`src/hdl/ex_cfg.svh`:
```
////////////////////////////////////////////////////////////////////////////
// Execute stage configuration
// Data word width, register address width and multiply-high latency
////////////////////////////////////////////////////////////////////////////

`ifndef EX_CFG_SVH
`define EX_CFG_SVH

`default_nettype none

// Width of one data word
`define EX_XLEN 32
// Register file address width, 32 GPRs plus the upper bank
`define EX_RADDR_W 6
// Cycles spent by MULH and MULHU
`define EX_MULH_CYCLES 2

`default_nettype wire

`endif

```
`src/hdl/ex_ops_pkg.sv`:
```
////////////////////////////////////////////////////////////////////////////
// Operation types for the execute stage functional units
// Opcode encodings, operand word views and the vector mode
////////////////////////////////////////////////////////////////////////////

`include "ex_cfg.svh"

`default_nettype none

package ex_ops_pkg;

  // Shared opcode space, each unit acts only on its own codes
  typedef enum logic [4:0] {
    ALU_ADD   = 5'h00,
    ALU_SUB   = 5'h01,
    ALU_AND   = 5'h02,
    ALU_OR    = 5'h03,
    ALU_XOR   = 5'h04,
    ALU_SLTS  = 5'h05,
    ALU_SLTU  = 5'h06,
    // Branch comparisons
    ALU_EQ    = 5'h08,
    ALU_NE    = 5'h09,
    ALU_LTS   = 5'h0a,
    ALU_LTU   = 5'h0b,
    ALU_GES   = 5'h0c,
    ALU_GEU   = 5'h0d,
    // Multiplier operations
    MUL_MUL   = 5'h10,
    MUL_MULH  = 5'h11,
    MUL_MULHU = 5'h12
  } ex_op_e;

  // One operand word, seen whole or as two halfwords
  typedef union packed {
    logic [`EX_XLEN-1:0] word;
    struct packed {
      logic [`EX_XLEN/2-1:0] hi;
      logic [`EX_XLEN/2-1:0] lo;
    } half;
  } operand_u;

  typedef enum logic {
    VEC_WORD = 1'b0,
    VEC_HALF = 1'b1
  } vec_mode_e;

endpackage

`default_nettype wire

```
`src/hdl/ex_pipe_pkg.sv`:
```
////////////////////////////////////////////////////////////////////////////
// Pipeline-level types of the execute stage
////////////////////////////////////////////////////////////////////////////

`include "ex_cfg.svh"

`default_nettype none

package ex_pipe_pkg;

  // Register file address, upper bit selects the second bank
  typedef logic [`EX_RADDR_W-1:0] reg_addr_t;

  // Source of the forwarding write port
  typedef enum logic [1:0] {
    FW_NONE = 2'b00,
    FW_ALU  = 2'b01,
    FW_MULT = 2'b10,
    FW_CSR  = 2'b11
  } fw_src_e;

endpackage

`default_nettype wire

```
`src/hdl/ex_issue_if.sv`:
```
////////////////////////////////////////////////////////////////////////////
// Issue bus between the stage and one functional unit
////////////////////////////////////////////////////////////////////////////

`include "ex_cfg.svh"

`default_nettype none

interface ex_issue_if;
  import ex_ops_pkg::*;

  // Issue side
  logic                en;
  ex_op_e              op;
  operand_u            operand_a;
  operand_u            operand_b;
  // Return side
  logic [`EX_XLEN-1:0] result;

  // Stage drives the operation, keeps it stable while the unit is busy
  modport stage (output en, op, operand_a, operand_b, input result);

  // Unit returns its result
  modport unit (input en, op, operand_a, operand_b, output result);

endinterface

`default_nettype wire

```
`src/hdl/ex_alu.sv`:
```
////////////////////////////////////////////////////////////////////////////
// Integer ALU
// Single-cycle logic, add/sub, set and branch compare operations
////////////////////////////////////////////////////////////////////////////

`include "ex_cfg.svh"

`default_nettype none

module ex_alu (
  ex_issue_if.unit              alu_bus,
  input  ex_ops_pkg::vec_mode_e vec_mode_i,
  output logic                  cmp_result_o
);
  import ex_ops_pkg::*;

  operand_u            sum;
  logic [`EX_XLEN-1:0] diff;
  logic                lt_s;
  logic                lt_u;
  logic                eq;
  logic                cmp;
  logic [`EX_XLEN-1:0] res;

  // Adder, halfword mode keeps the two lanes apart
  always_comb begin
    if (vec_mode_i == VEC_HALF) begin
      sum.half.lo = alu_bus.operand_a.half.lo + alu_bus.operand_b.half.lo;
      sum.half.hi = alu_bus.operand_a.half.hi + alu_bus.operand_b.half.hi;
    end else begin
      sum.word = alu_bus.operand_a.word + alu_bus.operand_b.word;
    end
  end

  assign diff = alu_bus.operand_a.word - alu_bus.operand_b.word;

  // Comparator
  assign eq   = (alu_bus.operand_a.word == alu_bus.operand_b.word);
  assign lt_s = ($signed(alu_bus.operand_a.word) < $signed(alu_bus.operand_b.word));
  assign lt_u = (alu_bus.operand_a.word < alu_bus.operand_b.word);

  always_comb begin
    unique case (alu_bus.op)
      ALU_SLTS, ALU_LTS: cmp = lt_s;
      ALU_SLTU, ALU_LTU: cmp = lt_u;
      ALU_GES:           cmp = ~lt_s;
      ALU_GEU:           cmp = ~lt_u;
      ALU_EQ:            cmp = eq;
      ALU_NE:            cmp = ~eq;
      default:           cmp = 1'b0;
    endcase
  end

  // Result select
  always_comb begin
    unique case (alu_bus.op)
      ALU_ADD: res = sum.word;
      ALU_SUB: res = diff;
      ALU_AND: res = alu_bus.operand_a.word & alu_bus.operand_b.word;
      ALU_OR:  res = alu_bus.operand_a.word | alu_bus.operand_b.word;
      ALU_XOR: res = alu_bus.operand_a.word ^ alu_bus.operand_b.word;
      ALU_SLTS, ALU_SLTU, ALU_EQ, ALU_NE, ALU_LTS, ALU_LTU, ALU_GES, ALU_GEU:
        res = {{(`EX_XLEN-1){1'b0}}, cmp};
      // Multiplier codes are not ours
      default: res = '0;
    endcase
  end

  // Idle ALU presents zero
  assign alu_bus.result = alu_bus.en ? res : '0;
  assign cmp_result_o   = cmp;

endmodule

`default_nettype wire

```
`src/hdl/ex_mult.sv`:
```
////////////////////////////////////////////////////////////////////////////
// Integer multiplier
// Low word in one cycle, signed/unsigned high word in two
////////////////////////////////////////////////////////////////////////////

`include "ex_cfg.svh"

`default_nettype none

module ex_mult (
  input  logic     clk,
  input  logic     rst_n,
  ex_issue_if.unit mult_bus,
  input  logic     ex_ready_i,
  output logic     ready_o,
  output logic     multicycle_o
);
  import ex_ops_pkg::*;

  localparam int XW = `EX_XLEN;

  typedef enum logic {
    MULT_IDLE = 1'b0,
    MULT_HIGH = 1'b1
  } mult_state_e;

  mult_state_e         state_q;
  mult_state_e         state_d;
  logic                op_signed;
  logic                mulh_start;
  logic [2*XW+1:0]     prod_full;
  logic [2*XW-1:0]     prod_q;

  // One 33x33 signed multiplier serves all three operations
  assign op_signed = (mult_bus.op == MUL_MULH);
  assign prod_full = $signed({op_signed & mult_bus.operand_a.word[XW-1],
                              mult_bus.operand_a.word})
                   * $signed({op_signed & mult_bus.operand_b.word[XW-1],
                              mult_bus.operand_b.word});

  // High-word request seen while idle
  assign mulh_start = mult_bus.en && (state_q == MULT_IDLE)
                      && (mult_bus.op inside {MUL_MULH, MUL_MULHU});

  always_comb begin
    state_d = state_q;
    case (state_q)
      MULT_IDLE: if (mulh_start) state_d = MULT_HIGH;
      // Leave once the stage has taken the upper word
      MULT_HIGH: if (ex_ready_i) state_d = MULT_IDLE;
      default:   state_d = MULT_IDLE;
    endcase
  end

  always_ff @(posedge clk or negedge rst_n) begin
    if (!rst_n) begin
      state_q <= MULT_IDLE;
    end else begin
      state_q <= state_d;
    end
  end

  // Product held for the second cycle
  always_ff @(posedge clk) begin
    if (mulh_start) begin
      prod_q <= prod_full[2*XW-1:0];
    end
  end

  assign ready_o         = ~mulh_start;
  assign multicycle_o    = (state_q == MULT_HIGH);
  assign mult_bus.result = (state_q == MULT_HIGH) ? prod_q[2*XW-1:XW] : prod_full[XW-1:0];

endmodule

`default_nettype wire

```
`src/hdl/ex_wb_reg.sv`:
```
////////////////////////////////////////////////////////////////////////////
// EX/WB register
// Holds the pending LSU write-back enable and address
////////////////////////////////////////////////////////////////////////////

`default_nettype none

module ex_wb_reg (
  input  logic                  clk,
  input  logic                  rst_n,
  input  logic                  ex_valid_i,
  input  logic                  wb_ready_i,
  input  logic                  regfile_we_i,
  input  logic                  lsu_err_i,
  input  ex_pipe_pkg::reg_addr_t regfile_waddr_i,
  output logic                  regfile_we_wb_o,
  output ex_pipe_pkg::reg_addr_t regfile_waddr_wb_o
);

  logic load_we;

  // Faulting loads never reach the register file
  assign load_we = regfile_we_i & ~lsu_err_i;

  // Enable, valid implies WB is ready
  always_ff @(posedge clk or negedge rst_n) begin
    if (!rst_n) begin
      regfile_we_wb_o <= 1'b0;
    end else if (ex_valid_i) begin
      regfile_we_wb_o <= load_we;
    end else if (wb_ready_i) begin
      // No new instruction, flush the old one
      regfile_we_wb_o <= 1'b0;
    end
  end

  always_ff @(posedge clk) begin
    if (ex_valid_i && load_we) begin
      regfile_waddr_wb_o <= regfile_waddr_i;
    end
  end

endmodule

`default_nettype wire

```
`src/hdl/ex_stage.sv`:
```
////////////////////////////////////////////////////////////////////////////
// Execute stage
// ALU, multiplier, forwarding port, EX/WB register and stall control
////////////////////////////////////////////////////////////////////////////

`include "ex_cfg.svh"

`default_nettype none

module ex_stage (
  input  logic                   clk,
  input  logic                   rst_n,
  // ALU
  input  ex_ops_pkg::ex_op_e     alu_operator_i,
  input  logic [`EX_XLEN-1:0]    alu_operand_a_i,
  input  logic [`EX_XLEN-1:0]    alu_operand_b_i,
  input  logic [`EX_XLEN-1:0]    alu_operand_c_i,
  input  logic                   alu_en_i,
  input  ex_ops_pkg::vec_mode_e  alu_vec_mode_i,
  // Multiplier
  input  ex_ops_pkg::ex_op_e     mult_operator_i,
  input  logic [`EX_XLEN-1:0]    mult_operand_a_i,
  input  logic [`EX_XLEN-1:0]    mult_operand_b_i,
  input  logic                   mult_en_i,
  output logic                   mult_multicycle_o,
  // LSU
  input  logic                   lsu_en_i,
  input  logic [`EX_XLEN-1:0]    lsu_rdata_i,
  input  logic                   lsu_ready_ex_i,
  input  logic                   lsu_err_i,
  // From decode
  input  logic                   branch_in_ex_i,
  input  ex_pipe_pkg::reg_addr_t regfile_alu_waddr_i,
  input  logic                   regfile_alu_we_i,
  input  logic                   regfile_we_i,
  input  ex_pipe_pkg::reg_addr_t regfile_waddr_i,
  // CSR
  input  logic                   csr_access_i,
  input  logic [`EX_XLEN-1:0]    csr_rdata_i,
  // Write-back port
  output ex_pipe_pkg::reg_addr_t regfile_waddr_wb_o,
  output logic                   regfile_we_wb_o,
  output logic [`EX_XLEN-1:0]    regfile_wdata_wb_o,
  // Forwarding port
  output ex_pipe_pkg::reg_addr_t regfile_alu_waddr_fw_o,
  output logic                   regfile_alu_we_fw_o,
  output logic [`EX_XLEN-1:0]    regfile_alu_wdata_fw_o,
  // Branch
  output logic [`EX_XLEN-1:0]    jump_target_o,
  output logic                   branch_decision_o,
  // Stall control
  output logic                   ex_ready_o,
  output logic                   ex_valid_o,
  input  logic                   wb_ready_i
);
  import ex_pipe_pkg::*;

  ex_issue_if alu_bus ();
  ex_issue_if mult_bus ();

  fw_src_e fw_src;
  logic    alu_cmp_result;
  logic    mult_ready;
  logic    units_ready;

  assign alu_bus.en         = alu_en_i;
  assign alu_bus.op         = alu_operator_i;
  assign alu_bus.operand_a  = alu_operand_a_i;
  assign alu_bus.operand_b  = alu_operand_b_i;

  assign mult_bus.en        = mult_en_i;
  assign mult_bus.op        = mult_operator_i;
  assign mult_bus.operand_a = mult_operand_a_i;
  assign mult_bus.operand_b = mult_operand_b_i;

  ex_alu alu_i (
    .alu_bus      (alu_bus.unit),
    .vec_mode_i   (alu_vec_mode_i),
    .cmp_result_o (alu_cmp_result)
  );

  ex_mult mult_i (
    .clk          (clk),
    .rst_n        (rst_n),
    .mult_bus     (mult_bus.unit),
    .ex_ready_i   (ex_ready_o),
    .ready_o      (mult_ready),
    .multicycle_o (mult_multicycle_o)
  );

  ////////////////////////////////////////////////////////////////////////////
  // Forwarding write port
  ////////////////////////////////////////////////////////////////////////////

  // CSR wins over multiplier, multiplier over ALU
  always_comb begin
    if (csr_access_i)   fw_src = FW_CSR;
    else if (mult_en_i) fw_src = FW_MULT;
    else if (alu_en_i)  fw_src = FW_ALU;
    else                fw_src = FW_NONE;
  end

  always_comb begin
    case (fw_src)
      FW_CSR:  regfile_alu_wdata_fw_o = csr_rdata_i;
      FW_MULT: regfile_alu_wdata_fw_o = mult_bus.result;
      FW_ALU:  regfile_alu_wdata_fw_o = alu_bus.result;
      default: regfile_alu_wdata_fw_o = '0;
    endcase
  end

  assign regfile_alu_we_fw_o    = regfile_alu_we_i;
  assign regfile_alu_waddr_fw_o = regfile_alu_waddr_i;

  // Branch outcome resolved here, target computed in decode
  assign branch_decision_o = alu_cmp_result;
  assign jump_target_o     = alu_operand_c_i;

  ////////////////////////////////////////////////////////////////////////////
  // Load write-back and stall control
  ////////////////////////////////////////////////////////////////////////////

  ex_wb_reg wb_reg_i (
    .clk                (clk),
    .rst_n              (rst_n),
    .ex_valid_i         (ex_valid_o),
    .wb_ready_i         (wb_ready_i),
    .regfile_we_i       (regfile_we_i),
    .lsu_err_i          (lsu_err_i),
    .regfile_waddr_i    (regfile_waddr_i),
    .regfile_we_wb_o    (regfile_we_wb_o),
    .regfile_waddr_wb_o (regfile_waddr_wb_o)
  );

  // Load data arrives in WB, just passed along
  assign regfile_wdata_wb_o = lsu_rdata_i;

  assign units_ready = mult_ready & lsu_ready_ex_i & wb_ready_i;

  // Branches finish here, so they never wait on WB
  assign ex_ready_o = units_ready | branch_in_ex_i;
  assign ex_valid_o = (alu_en_i | mult_en_i | csr_access_i | lsu_en_i) & units_ready;

endmodule

`default_nettype wire

```
`config.mk`:
```
export PLATFORM = sky130hd
export DESIGN_NAME = ex_stage
export DESIGN_NICKNAME = d
export VERILOG_FILES = /design/src/hdl/ex_ops_pkg.sv /design/src/hdl/ex_pipe_pkg.sv /design/src/hdl/ex_issue_if.sv /design/src/hdl/ex_alu.sv /design/src/hdl/ex_mult.sv /design/src/hdl/ex_wb_reg.sv /design/src/hdl/ex_stage.sv
export VERILOG_INCLUDE_DIRS = /design/src /design/src/hdl
export SDC_FILE = /design/constraint.sdc
export NUM_CORES = 2
export LEC_CHECK = 0
export ABC_AREA = 1
export BUFFER_PORTS_ARGS = -buffer_cell sky130_fd_sc_hd__buf_2
export CAP_MARGIN = 10
export CORE_ASPECT_RATIO = 1.2
export CORE_MARGIN = 2
export CORE_UTILIZATION = 35
export DETAILED_ROUTE_END_ITERATION = 12
export PLACE_DENSITY = 0.54
export SYNTH_ARGS = -nofsm -noshare
export SYNTH_HDL_FRONTEND = slang
export SYNTH_SLANG_ARGS = --single-unit
```
`constraint.sdc`:
```
create_clock -name clk -period 8 [get_ports clk]
set_clock_uncertainty 0.2 [all_clocks]
set_input_delay 0.8 -clock clk [delete_from_list [all_inputs] [get_ports clk]]
set_output_delay 0.8 -clock clk [all_outputs]
set_load 0.02 [all_outputs]
```
### Yosys cells after proc, flatten, opt, wreduce, memory -nomap -nowiden

Index checks and enable logic that the tools add are counted.

| word-level totals | value |
|---|---|
| bits in registers | 72 |
| output and inout port bits | 114 |
| word-level logic and storage cells | 71 |

| operators by class | value |
|---|---|
| add/subtract/negate cells | 4 |
| multiply operators | 1 |
| order comparisons | 2 |
| eq/ne operators | 18 |
| muxes and demuxes | 14 |
| bitwise operators | 19 |
| reductions and logical operators | 9 |

Operators by type and width:

| kind | count |
|---|---|
| $pmux W32 S6 | 1 |
| $mux W32 | 3 |
| $pmux W32 S3 | 1 |
| $lt A32 B32 Y1 | 2 |
| $mul A33 B33 Y64 | 1 |
| $add A16 B16 Y16 | 2 |
| $add A32 B32 Y32 | 1 |
| $and A32 B32 Y32 | 1 |
| $eq A32 B32 Y1 | 1 |
| $or A32 B32 Y32 | 1 |
| $sub A32 B32 Y32 | 1 |
| $xor A32 B32 Y32 | 1 |
| $eq A5 B4 Y1 const B | 6 |
| $eq A5 B3 Y1 const B | 3 |
| $eq A5 B2 Y1 const B | 2 |
| $eq A5 B5 Y1 const B | 2 |
| $reduce_or A8 Y1 | 1 |
| $and A1 B1 Y1 | 6 |
| $not A1 Y1 | 6 |
| $pmux W1 S6 | 1 |
| $eq A5 B1 Y1 const B | 1 |
| $logic_not A5 Y1 | 1 |
| $mux W1 | 5 |
| $eq A2 B2 Y1 const B | 2 |
| 7 further kinds | 15 |

### Longest topological paths before layout

| logic depth | value |
|---|---|
| word-level depth | 9 |
| mapped depth | 33 |
| mapped depth without buffers | 31 |

### Modules after synthesis

A second synthesis with hierarchy kept.

| second synthesis, totals | value |
|---|---|
| cell total of the unflattened synthesis | 6564 |
| area total of the unflattened synthesis | 48919.4 µm² |

By module, submodules not included:

| module | instances | cells each | area an instance (µm²) | sequential area each (µm²) |
|---|---|---|---|---|
| ex_mult | 1 | 5065 | 40852.9 | 985.9 |
| ex_alu | 1 | 1255 | 6423.7 | 0.0 |
| ex_stage | 1 | 231 | 1413.9 | 0.0 |
| ex_wb_reg | 1 | 13 | 229.0 | 205.2 |

### Worst setup path after synthesis

OpenSTA, ideal clock, no wires.

| timing path | value |
|---|---|
| path kind | input to register |
| start | in mult_operand_a_i[31] |
| end | reg mult_i.prod_q[62] (data pin) |
| library setup time | 258 ps |
| arrival time | 7677 ps |
| path slack | -135 ps |
| stages | 26 |
| path through | clkbuf_1 -> clkbuf_1 -> nand2_1 -> nor2_1 -> fa_1 -> inv_1 -> fa_1 -> inv_1 -> fa_1 -> fa_1 -> inv_1 -> fa_1 -> inv_1 -> fa_1 -> inv_1 -> fa_1 -> fa_1 -> inv_1 -> ha_1 -> a21o_1 -> nor2_1 -> a21boi_0 -> o21ai_0 -> a21oi_1 -> nand2_1 -> xor2_1 |

| on the way | value |
|---|---|
| longest elaborated chain between the ends | 2 |

Ends and longest elaborated chain:

| item | RTL line | RTL |
|---|---|---|
| start: declaration | ex_stage.sv:22 | `` input logic [`EX_XLEN-1:0] mult_operand_a_i, `` |
| $and A1 B1 Y1 | ex_mult.sv:36 | `assign prod_full = $signed({op_signed & mult_bus.operand_a.word[XW-1],` |
| $mul A33 B33 Y64 (*) | ex_mult.sv:38 | `* $signed({op_signed & mult_bus.operand_b.word[XW-1],` |
| named net mult_i.prod_full[62] | ex_mult.sv:31 | `logic [2*XW+1:0] prod_full;` |
| end signal: assignment | ex_mult.sv:66 | `prod_q <= prod_full[2*XW-1:0];` |
| end: declaration | ex_mult.sv:32 | `logic [2*XW-1:0] prod_q;` |

Mark *: on every way through the listed nets, which the timed path passes. The rest lies on a longest branch.
A chain may end at the register's enable or synchronous reset.

### Final worst setup path

| timing path | value |
|---|---|
| start | in mult_operand_b_i[6] |
| end | out regfile_alu_wdata_fw_o[29] |

| on the way | value |
|---|---|
| longest elaborated chain between the ends | 3 |

Ends and longest elaborated chain:

| item | RTL line | RTL |
|---|---|---|
| start: declaration | ex_stage.sv:23 | `` input logic [`EX_XLEN-1:0] mult_operand_b_i, `` |
| $mul A33 B33 Y64 | ex_mult.sv:38 |  |
| $mux W32 | ex_mult.sv:72 | `assign mult_bus.result = (state_q == MULT_HIGH) ? prod_q[2*XW-1:XW] : prod_full[XW-1:0];` |
| $pmux W32 S3 | ex_stage.sv:104 | `case (fw_src)` |
| end: declaration | ex_stage.sv:47 | `` output logic [`EX_XLEN-1:0] regfile_alu_wdata_fw_o, `` |

No other way between the ends.

==> flow_metrics.tcl <==
set metrics [dict create \
    outcome "finished, violations left" \
    violations "setup timing" \
    syn_inst 6499 \
    grtUsageMet2 0.4510 \
    die_y_um 412.2 \
    drv_slew 0 \
    grt_pass1_vias 45099 \
    async_flop_share 0.05000 \
    r2r_start "mult_i.multicycle_o$_DFF_PN0_" \
    synthesis.nets 8194 \
    synth.area.mux_share 0 \
    drtIter0Drc 2473 \
    fin_util 0.4326 \
    multi_input_comb_area_um2 41430 \
    portBuffers 230 \
    yosysSeqAreaShare 0.02450 \
    crit_arrival_ps 7220 \
    grt_util_met3 0.01383 \
    fmax_ghz 0.1217 \
    drive_above_1_share 0.2151 \
    finalWorstSetupSlack_ps -215.9 \
    yosys.area_share.adder 0.5438 \
    clk_latency_ps 290 \
    finalSetupTns_ps -1978 \
    clkSinkCount 40 \
    ys_seq_elements 40 \
    synth-xor-area-share 0.01117 \
    grtUsageTotal 0.2424 \
    synthTopCellsByArea "fa_1 (46%), inv_1 (14%), nand2_1 (13%), ha_1 (7.9%), nor2_1 (2.5%)" \
    core.rowCount 149 \
    overflow 0 \
    placed_cell_area_um2 54900 \
    hold_viol_final 0 \
    setup_violations 12 \
    ioPinCount 373 \
    ant_nets 0 \
    critPathMaxStageDelay_ps 540 \
    netlist_area_um2 48610 \
    fin_crit_sh 1.027 \
    firstDrtPassIters 6 \
    clock_path_buffers 2 \
    ys.flop_type "edfxtp_1" \
    maxCapViolCount 0 \
    crit_start "mult_operand_b_i[6]" \
    post_drt_wl_per_cell_um 19.48 \
    fin_nets 8760 \
    drc 0 \
    worstSetupPathType "in2out" \
    worstPathRequired_ps 7000 \
    cts.htree.levels 2 \
    busiest_layer "met2" \
    yosys.area.top_type "fa_1" \
    gp_congestion 0.9661 \
    end_kind "primary output" \
    synth-compound-area-share 0.05112 \
    wirelength_um 173000 \
    post-dp-hpwl_um 148600 \
    final_area_um2 59520 \
    fillers 14093 \
    viasPerCell 4.825 \
    hp-class "in2async" \
    cts_tree "done" \
    cp_slowest_cell "fa_1" \
    grt_max_degree 49 \
    chipWidth_um 344.2 \
    synth_edf_count 38 \
    slew_headroom 0.4165 \
    avgSynthCellArea_um2 7.479 \
    die_area_um2 141900 \
    worst-path-max-fanout 5 \
    r2r_slack_ps 5810 \
    synth_top_family_by_area "adder cells" \
    tightest_slew_ps 872.0 \
    yosysWarnings 0 \
    crit_top_cell "fa_1" \
    cp-start-kind "input pin" \
    antenna_found_initial 7 \
    detailroute.via_count 42863 \
    synth_top_area_share 0.4646 \
    ys_types 53 \
    synthSimpleGateAreaFrac 0.1917 \
    rsz0062_at_grt "true" \
    cts_root_buffer "clkbuf_16" \
    cts_buffers 5 \
    ff_latch_area_um2 1191 \
    clk_pin_slew_ps 60 \
    hold_ws_ps 82.46 \
    use_met1 0.2886 \
    syn2layout_area_growth_pct 22.45 \
    period_needed_ps 8216 \
    core_area_um2 137600 \
    grt_pass1_wl_um 261300 \
    start_util 0.3533 \
]
## Yosys cell counts (all sizes together), types with 16 or more instances
cell type	n
nor3	26
o21bai	21
clkbuf	241
nand2	1725
edfxtp	38
o21ai	124
nand4	26
ha	308
nand3	187
o22ai	31
fa	1128
nor2	341
a21oi	171
inv	1839
o211ai	18
a31oi	16
or2	18
xnor2	22
xor2	40
buf	115
## registers in the layout, indices dropped and copies added, names as in the netlist
signal / flops
mult_i.multicycle_o: 1
wb_reg_i.regfile_waddr_wb_o: 6
wb_reg_i.regfile_we_wb_o: 1
mult_i.prod_q: 32
## cells by family (layout without fill, tap and decap cells)
kind of cell | Yosys count | in the layout
adders and majority gates | 1436 | 1436
and+or+nand+nor | 2336 | 2336
AOI/OAI and AO/OA | 427 | 427
DFF | 40 | 40
other | 0 | 5
xor gates and xnor gates | 62 | 62
buffers and inverters | 2198 | 2765
## worst max-delay path, delay by kind of cell
family | cells | cell delay (ps)
simple gates | 11 | 750
compound gates | 1 | 180
fa+ha+maj | 9 | 4300
buf+inv | 14 | 1140
## layout make-up
| cell class | count | area share |
|---|---|---|
| diodes | 5 | 0.0002102 |
| inverters | 1842 | 0.1165 |
| repair buffers | 915 | 0.1262 |
| flip-flops and latches | 40 | 0.02001 |
| multi-input cells | 4261 | 0.6961 |
| clock inverters | 3 | 0.0007778 |
| well taps | 1812 | 0.03809 |
| clock buffers | 5 | 0.002102 |
## metrics by stage
| step | std cells | setup WS (ps) |
|---|---|---|
| final | 8883 | -215.9 |
| after global routing | 8880 | -458.1 |
| after CTS | 8798 | -282.9 |
| after detailed placement | 8755 | -643.7 |
| after global placement | 8755 | -615.1 |
| after floorplan | 6499 | 0.3340 |
## per-layer routing
metal | vias to the layer above | wire [um]
li1 | 19616 | -
met1 | 21688 | 66370
met2 | 1238 | 90260
met3 | 321 | 7654
met4 | 0 | 8716
met5 | - | 0
## timing repair
action,4_1_cts,5_1_grt
gates cloned,4,3
endpoints found under the setup margin,42,51
setup buffers,31,82
pin swaps,90,293
gates resized for setup,361,564
hold buffers,0,0
## cell usage in the layout (no fill, tap or decap), drive strengths merged, types with 4 or more instances in the layout
master,instances
inv,1839
nand2,1725
fa,1128
buf,907
nor2,341
ha,308
nand3,187
a21oi,171
o21ai,124
xor2,40
edfxtp,38
o22ai,31
nand4,26
nor3,26
xnor2,22
o21bai,21
o211ai,18
or2,18
a31oi,16
clkbuf,13
a21o,11
a22oi,10
a21boi,10
diode,5
nand3b,5
nor4,5
o221ai,4
a221oi,4
## worst paths after layout
path | endpoint | depth (start not counted)
max | regfile_alu_wdata_fw_o[29] | 35
min | mult_i.multicycle_o$_DFF_PN0_ | 1
max reg2reg | mult_i.prod_q[56]$_DFFE_PP_ | 5
min reg2reg | wb_reg_i.regfile_we_wb_o$_DFFE_PN0P_ | 2
max in group asynchronous | wb_reg_i.regfile_we_wb_o$_DFFE_PN0P_ | 1
min in group clk | wb_reg_i.regfile_we_wb_o$_DFFE_PN0P_ | 2
Power is not shown: default switching activity piles up to over one toggle a cycle in this logic, so the estimate is an artifact.
